$ cat src/source/lsu_pkg.sv
// Load-store unit types
package lsu_pkg;

  //////////////////////////////////////////////////
  // Vector types
  //////////////////////////////////////////////////

  typedef logic [31:0] word_t;      // Data word or byte address
  typedef logic [3:0]  byte_en_t;   // One write enable per byte lane
  typedef logic [4:0]  reg_addr_t;  // Destination register index
  typedef logic [3:0]  lsu_ctrl_t;  // Operation code

  //////////////////////////////////////////////////
  // Operation codes
  //////////////////////////////////////////////////

  // Field layout of lsu_ctrl_t
  //   bit 3     store
  //   bit 2     unsigned load
  //   bits 1:0  size, 0 byte, 1 halfword, 2 word

  // Loads, sign extended
  localparam lsu_ctrl_t LSU_LOAD_BYTE        = 4'b0000;
  localparam lsu_ctrl_t LSU_LOAD_HALF_WORD   = 4'b0001;
  localparam lsu_ctrl_t LSU_LOAD_WORD        = 4'b0010;

  // Loads, zero extended
  localparam lsu_ctrl_t LSU_LOAD_BYTE_U      = 4'b0100;
  localparam lsu_ctrl_t LSU_LOAD_HALF_WORD_U = 4'b0101;

  // Stores
  localparam lsu_ctrl_t LSU_STORE_BYTE       = 4'b1000;
  localparam lsu_ctrl_t LSU_STORE_HALF_WORD  = 4'b1001;
  localparam lsu_ctrl_t LSU_STORE_WORD       = 4'b1010;

  // Any other code is not issued by the decoder.
  // The unit treats an unknown load code as a word load
  // and an unknown store code as a store with no lanes.

endpackage

$ cat src/source/mem_bus_if.sv
// Data memory bus
`timescale 1ns/1ps

interface mem_bus_if;
  import lsu_pkg::*;

  // Request, driven by the load-store unit
  logic     stb;    // One complete access per high cycle
  byte_en_t we;     // Zero is a read, else lanes to write
  word_t    addr;   // Full byte address
  word_t    wdata;  // Store data already on its lanes

  // Response, one cycle after stb
  word_t    rdata;  // Old word on ack, zero on err
  logic     ack;    // Access done
  logic     err;    // Address beyond the RAM

  // Load-store unit side
  modport lsu (
    output stb, we, addr, wdata,
    input  rdata, ack, err
  );

  // RAM side
  modport ram (
    input  stb, we, addr, wdata,
    output rdata, ack, err
  );

endinterface

$ cat src/source/lsu_store_align.sv
// Store lane placement
`timescale 1ns/1ps

module lsu_store_align (
  input  lsu_pkg::lsu_ctrl_t ctrl_i,        // Operation code
  input  lsu_pkg::word_t     addr_i,        // Byte address of the access
  input  lsu_pkg::word_t     wdata_i,       // Register value, low bits used
  output lsu_pkg::word_t     lane_data_o,   // Data moved onto its lanes
  output lsu_pkg::byte_en_t  byte_en_o,     // Lanes to write
  output logic               misaligned_o   // Store not naturally aligned
);
  import lsu_pkg::*;

  logic [1:0] byte_off;  // Lane of the first byte

  assign byte_off = addr_i[1:0];

  //////////////////////////////////////////////////
  // Lane placement
  //////////////////////////////////////////////////

  always_comb begin
    // Loads and unknown codes write nothing
    lane_data_o  = '0;
    byte_en_o    = '0;
    misaligned_o = 1'b0;

    case (ctrl_i)
      LSU_STORE_BYTE: begin
        // Any offset is fine for a single byte
        lane_data_o = word_t'(wdata_i[7:0]) << {byte_off, 3'b000};
        byte_en_o   = 4'b0001 << byte_off;
      end

      LSU_STORE_HALF_WORD: begin
        lane_data_o  = word_t'(wdata_i[15:0]) << {byte_off[1], 4'b0000};
        byte_en_o    = byte_off[1] ? 4'b1100 : 4'b0011;  // Upper or lower half
        misaligned_o = byte_off[0];                      // Odd address
      end

      LSU_STORE_WORD: begin
        lane_data_o  = wdata_i;   // Already in place
        byte_en_o    = 4'b1111;
        misaligned_o = |byte_off; // Must be a multiple of four
      end

      default: begin
        lane_data_o  = '0;
        byte_en_o    = '0;
        misaligned_o = 1'b0;
      end
    endcase
  end

endmodule

$ cat src/source/lsu_load_align.sv
// Load lane selection
`timescale 1ns/1ps

module lsu_load_align (
  input  lsu_pkg::lsu_ctrl_t ctrl_i,      // Operation code of the load
  input  logic [1:0]         byte_off_i,  // Low address bits
  input  lsu_pkg::word_t     rdata_i,     // Raw word from memory
  output lsu_pkg::word_t     result_o     // Value for the register file
);
  import lsu_pkg::*;

  logic [7:0]  lane_byte;  // Addressed byte
  logic [15:0] lane_half;  // Addressed halfword

  //////////////////////////////////////////////////
  // Lane pick
  //////////////////////////////////////////////////

  assign lane_byte = rdata_i[8*byte_off_i +: 8];
  // Halfwords are aligned, so only bit 1 matters
  assign lane_half = byte_off_i[1] ? rdata_i[31:16] : rdata_i[15:0];

  //////////////////////////////////////////////////
  // Extension
  //////////////////////////////////////////////////

  always_comb begin
    case (ctrl_i)
      LSU_LOAD_BYTE: begin
        result_o = {{24{lane_byte[7]}}, lane_byte};   // Sign of bit 7
      end

      LSU_LOAD_BYTE_U: begin
        result_o = {24'b0, lane_byte};
      end

      LSU_LOAD_HALF_WORD: begin
        result_o = {{16{lane_half[15]}}, lane_half};  // Sign of bit 15
      end

      LSU_LOAD_HALF_WORD_U: begin
        result_o = {16'b0, lane_half};
      end

      // Word load passes the memory word through
      default: begin
        result_o = rdata_i;
      end
    endcase
  end

endmodule

$ cat src/source/lsu_core.sv
// Load-store pipeline
`timescale 1ns/1ps

module lsu_core (
  input  logic                clk_i,
  input  logic                rstn_i,

  // Request side
  input  logic                req_valid_i,
  input  lsu_pkg::lsu_ctrl_t  req_ctrl_i,
  input  lsu_pkg::word_t      req_addr_i,
  input  lsu_pkg::word_t      req_wdata_i,
  input  lsu_pkg::reg_addr_t  req_rd_i,

  // Data memory
  mem_bus_if.lsu              bus,

  // Register file writeback
  output logic                wb_valid_o,
  output lsu_pkg::word_t      wb_data_o,
  output lsu_pkg::reg_addr_t  wb_rd_o,

  // Exceptions for the trap unit
  output logic                misaligned_load_o,
  output logic                misaligned_store_o,
  output logic                bus_error_o,
  output lsu_pkg::word_t      exception_addr_o
);
  import lsu_pkg::*;

  // Request stage
  logic      req_valid_q;
  lsu_ctrl_t req_ctrl_q;
  word_t     req_addr_q;
  word_t     req_wdata_q;
  reg_addr_t req_rd_q;

  // Alignment results
  word_t     st_lane_data;
  byte_en_t  st_byte_en;
  logic      st_misaligned;  // Raw store align result before qualification
  logic      ld_fault;
  logic      st_fault;
  logic      req_go;         // Aligned access goes to the bus

  // Bus stage beside stb/we/addr/wdata
  lsu_ctrl_t bus_ctrl_q;
  reg_addr_t bus_rd_q;

  // Response stage lined up with ack/err
  logic      resp_valid_q;
  lsu_ctrl_t resp_ctrl_q;
  reg_addr_t resp_rd_q;
  word_t     resp_addr_q;
  word_t     ld_result;

  //////////////////////////////////////////////////
  // Request stage
  //////////////////////////////////////////////////

  always_ff @(posedge clk_i) begin
    if (!rstn_i) begin
      req_valid_q <= 1'b0;
    end else begin
      req_valid_q <= req_valid_i;
    end
  end

  always_ff @(posedge clk_i) begin
    if (req_valid_i) begin  // Payload held while idle
      req_ctrl_q  <= req_ctrl_i;
      req_addr_q  <= req_addr_i;
      req_wdata_q <= req_wdata_i;
      req_rd_q    <= req_rd_i;
    end
  end

  lsu_store_align lsu_store_align_i (
    .ctrl_i       (req_ctrl_q),
    .addr_i       (req_addr_q),
    .wdata_i      (req_wdata_q),
    .lane_data_o  (st_lane_data),
    .byte_en_o    (st_byte_en),
    .misaligned_o (st_misaligned)
  );

  // Load alignment check
  always_comb begin
    ld_fault = 1'b0;
    if (req_valid_q) begin
      case (req_ctrl_q)
        LSU_LOAD_HALF_WORD, LSU_LOAD_HALF_WORD_U: ld_fault = req_addr_q[0];
        LSU_LOAD_WORD:                            ld_fault = |req_addr_q[1:0];
        default:                                  ld_fault = 1'b0;
      endcase
    end
  end

  assign st_fault = req_valid_q & st_misaligned;
  assign req_go   = req_valid_q & ~ld_fault & ~st_fault;  // No strobe on a fault

  //////////////////////////////////////////////////
  // Bus stage
  //////////////////////////////////////////////////

  always_ff @(posedge clk_i) begin
    if (!rstn_i) begin
      bus.stb <= 1'b0;
      bus.we  <= '0;
    end else begin
      bus.stb <= req_go;
      bus.we  <= req_go ? st_byte_en : '0;  // Zero for every load
    end
  end

  always_ff @(posedge clk_i) begin
    bus.addr   <= req_addr_q;
    bus.wdata  <= st_lane_data;
    bus_ctrl_q <= req_ctrl_q;
    bus_rd_q   <= req_rd_q;
  end

  //////////////////////////////////////////////////
  // Response stage
  //////////////////////////////////////////////////

  always_ff @(posedge clk_i) begin
    if (!rstn_i) begin
      resp_valid_q <= 1'b0;
    end else begin
      resp_valid_q <= bus.stb;  // RAM answers this one now
    end
  end

  always_ff @(posedge clk_i) begin
    resp_ctrl_q <= bus_ctrl_q;
    resp_rd_q   <= bus_rd_q;
    resp_addr_q <= bus.addr;
  end

  lsu_load_align lsu_load_align_i (
    .ctrl_i     (resp_ctrl_q),
    .byte_off_i (resp_addr_q[1:0]),
    .rdata_i    (bus.rdata),
    .result_o   (ld_result)
  );

  //////////////////////////////////////////////////
  // Writeback and exceptions
  //////////////////////////////////////////////////

  always_ff @(posedge clk_i) begin
    if (!rstn_i) begin
      wb_valid_o         <= 1'b0;
      bus_error_o        <= 1'b0;
      misaligned_load_o  <= 1'b0;
      misaligned_store_o <= 1'b0;
    end else begin
      wb_valid_o         <= resp_valid_q & bus.ack & ~resp_ctrl_q[3];  // Loads only
      bus_error_o        <= resp_valid_q & bus.err;                    // Loads and stores
      misaligned_load_o  <= ld_fault;
      misaligned_store_o <= st_fault;
    end
  end

  always_ff @(posedge clk_i) begin
    if (resp_valid_q && bus.ack) begin
      wb_data_o <= ld_result;
      wb_rd_o   <= resp_rd_q;
    end
  end

  // Older access wins since its bus error reaches the trap unit first
  always_ff @(posedge clk_i) begin
    if (!rstn_i) begin
      exception_addr_o <= '0;
    end else if (resp_valid_q && bus.err) begin
      exception_addr_o <= resp_addr_q;
    end else if (ld_fault || st_fault) begin
      exception_addr_o <= req_addr_q;
    end
  end

  //////////////////////////////////////////////////
  // Assertions
  //////////////////////////////////////////////////

  // RAM gives one kind of answer per access
  a_wb_err_excl : assert property (@(posedge clk_i) disable iff (!rstn_i)
    !(wb_valid_o && bus_error_o));

  // A faulting access never reaches the bus
  a_fault_no_stb : assert property (@(posedge clk_i) disable iff (!rstn_i)
    (ld_fault || st_fault) |=> !bus.stb);

  // Nor does the RAM answer it two edges on
  a_fault_no_answer : assert property (@(posedge clk_i) disable iff (!rstn_i)
    $past(ld_fault || st_fault, 2) |-> !(bus.ack || bus.err));

endmodule

$ cat src/flat_wrapper.sv
// flat-port wrapper written by rule: the top's interface ports become plain ports
module lsu_core_flat import lsu_pkg::*;
  (clk_i, rstn_i, req_valid_i, req_ctrl_i, req_addr_i, req_wdata_i, req_rd_i, wb_valid_o, wb_data_o, wb_rd_o, misaligned_load_o, misaligned_store_o, bus_error_o, exception_addr_o, bus_stb, bus_we, bus_addr, bus_wdata, bus_rdata, bus_ack, bus_err);
  mem_bus_if bus_i ();
  input  logic clk_i;
  input  logic rstn_i;
  input  logic req_valid_i;
  input  lsu_pkg::lsu_ctrl_t req_ctrl_i;
  input  lsu_pkg::word_t req_addr_i;
  input  lsu_pkg::word_t req_wdata_i;
  input  lsu_pkg::reg_addr_t req_rd_i;
  output logic wb_valid_o;
  output lsu_pkg::word_t wb_data_o;
  output lsu_pkg::reg_addr_t wb_rd_o;
  output logic misaligned_load_o;
  output logic misaligned_store_o;
  output logic bus_error_o;
  output lsu_pkg::word_t exception_addr_o;
  output wire logic [$bits(bus_i.stb)-1:0] bus_stb;
  output wire logic [$bits(bus_i.we)-1:0] bus_we;
  output wire logic [$bits(bus_i.addr)-1:0] bus_addr;
  output wire logic [$bits(bus_i.wdata)-1:0] bus_wdata;
  input wire logic [$bits(bus_i.rdata)-1:0] bus_rdata;
  input wire logic [$bits(bus_i.ack)-1:0] bus_ack;
  input wire logic [$bits(bus_i.err)-1:0] bus_err;
  assign bus_stb = bus_i.stb;
  assign bus_we = bus_i.we;
  assign bus_addr = bus_i.addr;
  assign bus_wdata = bus_i.wdata;
  assign bus_i.rdata = bus_rdata;
  assign bus_i.ack = bus_ack;
  assign bus_i.err = bus_err;
  lsu_core u_core (.clk_i(clk_i), .rstn_i(rstn_i), .req_valid_i(req_valid_i), .req_ctrl_i(req_ctrl_i), .req_addr_i(req_addr_i), .req_wdata_i(req_wdata_i), .req_rd_i(req_rd_i), .bus(bus_i), .wb_valid_o(wb_valid_o), .wb_data_o(wb_data_o), .wb_rd_o(wb_rd_o), .misaligned_load_o(misaligned_load_o), .misaligned_store_o(misaligned_store_o), .bus_error_o(bus_error_o), .exception_addr_o(exception_addr_o));
endmodule
$ cat config.mk
export PLATFORM = sky130hd
export DESIGN_NAME = lsu_core_flat
export DESIGN_NICKNAME = d
export VERILOG_FILES = /design/src/source/lsu_pkg.sv /design/src/source/mem_bus_if.sv /design/src/source/lsu_store_align.sv /design/src/source/lsu_load_align.sv /design/src/source/lsu_core.sv /design/src/flat_wrapper.sv
export SDC_FILE = /design/constraint.sdc
export NUM_CORES = 1
export LEC_CHECK = 0
export BUFFER_PORTS_ARGS = -buffer_cell sky130_fd_sc_hd__buf_4
export CAP_MARGIN = 20
export CELL_PAD_IN_SITES_DETAIL_PLACEMENT = 1
export CELL_PAD_IN_SITES_GLOBAL_PLACEMENT = 1
export CORE_UTILIZATION = 41
export DETAILED_ROUTE_END_ITERATION = 8
export PLACE_DENSITY = 0.81
export SETUP_SLACK_MARGIN = 0.02
export SYNTH_ARGS = -nofsm -noshare
export SYNTH_HDL_FRONTEND = slang
export SYNTH_SLANG_ARGS = --single-unit
$ cat constraint.sdc
create_clock -name clk_i -period 2.2 [get_ports clk_i]
set_clock_uncertainty 0.2 [all_clocks]
set_input_delay 0.33 -clock clk_i [delete_from_list [all_inputs] [get_ports clk_i]]
set_output_delay 0.33 -clock clk_i [all_outputs]
set_load 0.05 [all_outputs]
==> results.py <==
metrics = {
    "outcome": {
        "status": "complete, no violations",
    },
    "pwr": {
        "switching_share": 0.266,
        "p_int_uw": 8870,
        "pwr-share-clk": 0.387,
        "ir_worst_vdd_mv": 0.692,
        "seqPwrFrac": 0.471,
        "p_per_area_nw_per_um2": 877,
        "p_switching_uw": 3220,
        "leakage_uw": 0.00592,
        "power_frac_comb": 0.142,
    },
    "placement": {
        "port_buffers": 251,
        "gp_congestion": 0.834,
        "hpwlAfterDp_mm": 18.7,
    },
    "die": {
        "start_util": 0.420,
        "fp.dieH_um": 155,
        "io_pins": 252,
        "core_area_um2": 22800,
        "dieArea_um2": 23900,
        "row_count": 55,
        "die_w_um": 155,
    },
    "sta": {
        "final-max-slew-violation-count": 0,
        "fmax_ghz": 0.475,
        "holdWs_ns": 0.0679,
        "worst_pin_slew_ns": 0.977,
        "relSlewSlack": 0.348,
        "totalNegativeSetupSlack_ns": 0,
        "hold_violations": 0,
        "finalCritPeriodShare": 0.958,
        "rsz0062_at_grt": "true",
        "finalCriticalPeriod_ns": 2.11,
        "setup_viol": 0,
    },
    "worst_setup_path": {
        "slowest_delay_ns": 0.53,
        "cp_slowest_cell": "edfxtp_1",
        "crit_type": "register to register",
        "required_ns": 2.42,
        "path_max_fanout": 10,
        "crit_chain": "nor3b_1 -> nand3_1 -> o21ai_0",
        "worstSetupEndpointType": "register",
        "worstPathArrival_ns": 2.32,
        "cp-start-kind": "register",
    },
    "yosys": {
        "synth_seq_cells": 267,
        "netlist_top_cells_area": "edfxtp_1 (35%), dfxtp_1 (33%), mux2_2 (4.4%)",
        "synth_seq_area_share": 0.674,
        "yosysMostFrequentCell": "dfxtp_1",
        "yosys_warnings": 0,
        "postSynthCellCount": 749,
        "synthTopCellsByCount": "dfxtp_1 (157), edfxtp_1 (110), nand3_1 (72)",
        "yosysTopAreaCellShare": 0.345,
        "syn_area_um2": 9570,
        "synth_fp_nets": 859,
        "synth_area_per_cell_um2": 12.8,
        "synth-async-reset-ratio": 0,
        "synth_edf_count": 110,
        "synth_top_area_cell": "edfxtp_1",
        "synth_cell_types": 47,
        "ys.flop_type": "dfxtp_1",
    },
    "global_routing": {
        "met1_usage": 0.323,
        "grt_util_all_layers": 0.274,
        "top_usage_layer": "met2",
        "antenna_found_initial": 0,
        "grt_max_degree": 56,
        "grt_pass1_vias": 8301,
        "use_met2": 0.500,
        "grt_pass1_wl_mm": 50.4,
        "grt_overflow_total": 0,
        "met3_usage": 0.0518,
    },
    "layout": {
        "final_nets": 1211,
        "n_antenna_cell": 0,
        "post_route_cells_drive_above_1_share": 0.337,
        "syn_to_final_growth_pct": 44.1,
    },
    "clock_network": {
        "clk_latency_ns": 0.54,
        "clkSinkCount": 267,
        "root_buffer": "clkbuf_16",
        "cts.path.max_buffers": 3,
        "clk_pin_slew_worst_paths_ns": 0.06,
        "numCtsBuffers": 28,
        "cts_tree": "done",
        "cts_max_level": 1,
    },
    "min_path": {
        "min_path_type": "primary input to register",
    },
    "routing": {
        "post_drt_wl_per_cell_um": 23.2,
        "firstDrtPassIters": 4,
        "drtAntennaViolNets": 0,
        "dr.first_iter.drc_count": 470,
        "drt-total-wl_mm": 33.4,
        "drc": 0,
        "vias": 7771,
        "viasPerCell": 5.41,
    },
    "flow_run": {
        "maxCapViolCount": 0,
    },
}
==> per-stage QoR <==
stage	utilization	cells	instance area [um^2]	setup slack, ns	power, uW
2_1_floorplan	-	749	9570	0.323	6640
3_3_place_gp	0.521	1283	11900	0.234	7240
3_5_place_dp	0.521	1283	11900	0.141	7290
4_1_cts	0.605	1436	13800	0.152	12000
5_1_grt	0.605	1436	13800	0.0157	12400
6_report	0.605	1436	13800	0.0931	12100
==> final timing paths <==
path	from	endpoint	slack [ns]	cells after the start
setup / recovery	u_core.req_ctrl_q[1]	u_core.bus.wdata[18]	0.09	3
hold / removal	bus_rdata[3]	u_core.wb_data_o[3]	0.07	3
setup reg to reg	u_core.req_ctrl_q[1]	u_core.bus.wdata[18]	0.09	3
hold reg to reg	u_core.bus_ctrl_q[0]	u_core.resp_ctrl_q[0]	0.13	0
==> sequential cells by signal (all words and copies together), names as in the netlist, 4 cells and up <==
name,count
u_core.bus.addr,32
u_core.bus.wdata,32
u_core.exception_addr_o,32
u_core.req_addr_q,32
u_core.req_wdata_q,32
u_core.resp_addr_q,32
u_core.wb_data_o,32
u_core.bus_rd_q,5
u_core.req_rd_q,5
u_core.resp_rd_q,5
u_core.wb_rd_o,5
u_core.bus.we,4
u_core.bus_ctrl_q,4
u_core.req_ctrl_q,4
u_core.resp_ctrl_q,4
==> area by class of cell <==
class	count	area [um^2]
clock inverter	6	33.8
fill	2256	8990
timing repair buffer	380	3180
multi-input combinational	419	2840
tap	313	392
clock buffer	46	871
inverter	5	18.8
sequential	267	6450
==> metal layers <==
metal  up-vias  wire, um
met2       349     17200
li1       3507         -
met5         -         0
met3        77      2080
met4         0      1050
met1      3838     13100
==> logic make-up (layout without fill, tap and decap cells) <==
family          Yosys count  after routing  share of synthesized area
compound gates          155            155                      0.105
buf+inv                  63            437                     0.0313
flops                   267            267                      0.674
mux                      40             40                     0.0489
simple gates            224            224                      0.141
==> power groups by stage <==
stage	sequential (uW)	clock (uW)	combinational (uW)
global placement	5750	0	1490
floorplan	6190	0	451
CTS	5680	4680	1680
global route	5720	4920	1790
finish	5690	4680	1720
detailed placement	5770	0	1520
==> placed cells by master (no fill, tap or decap), types with 10 or more instances in the layout <==
| cell | netlist | final |
|---|---|---|
| buf_4 | 1 | 272 |
| dfxtp_1 | 157 | 157 |
| edfxtp_1 | 110 | 110 |
| dlygate4sd3_1 | 0 | 101 |
| nand3_1 | 72 | 71 |
| a21oi_1 | 45 | 45 |
| and3_1 | 41 | 40 |
| mux2_2 | 37 | 37 |
| o211ai_1 | 31 | 31 |
| and4b_1 | 31 | 31 |
| clkbuf_16 | 0 | 30 |
| o21ai_0 | 26 | 26 |
| nand2_1 | 25 | 24 |
| nor2_1 | 21 | 21 |
| o22ai_1 | 14 | 14 |
| a21o_1 | 11 | 11 |
| clkbuf_1 | 35 | 10 |
==> critical path: cells and delay by family, from the launching register on <==
kind               cells  cell delay (ns)
AOI/OAI and AO/OA      1             0.43
and+or+nand+nor        2             0.83
DFF                    1             0.53
==> what timing repair did <==
action,4_1_cts,5_1_grt
buffers inserted,0,0
setup endpoints to repair,0,5
resized for setup,0,1
hold buffers,101,0
hold endpoints to repair,111,0
Power figures use the tool's default switching activity.
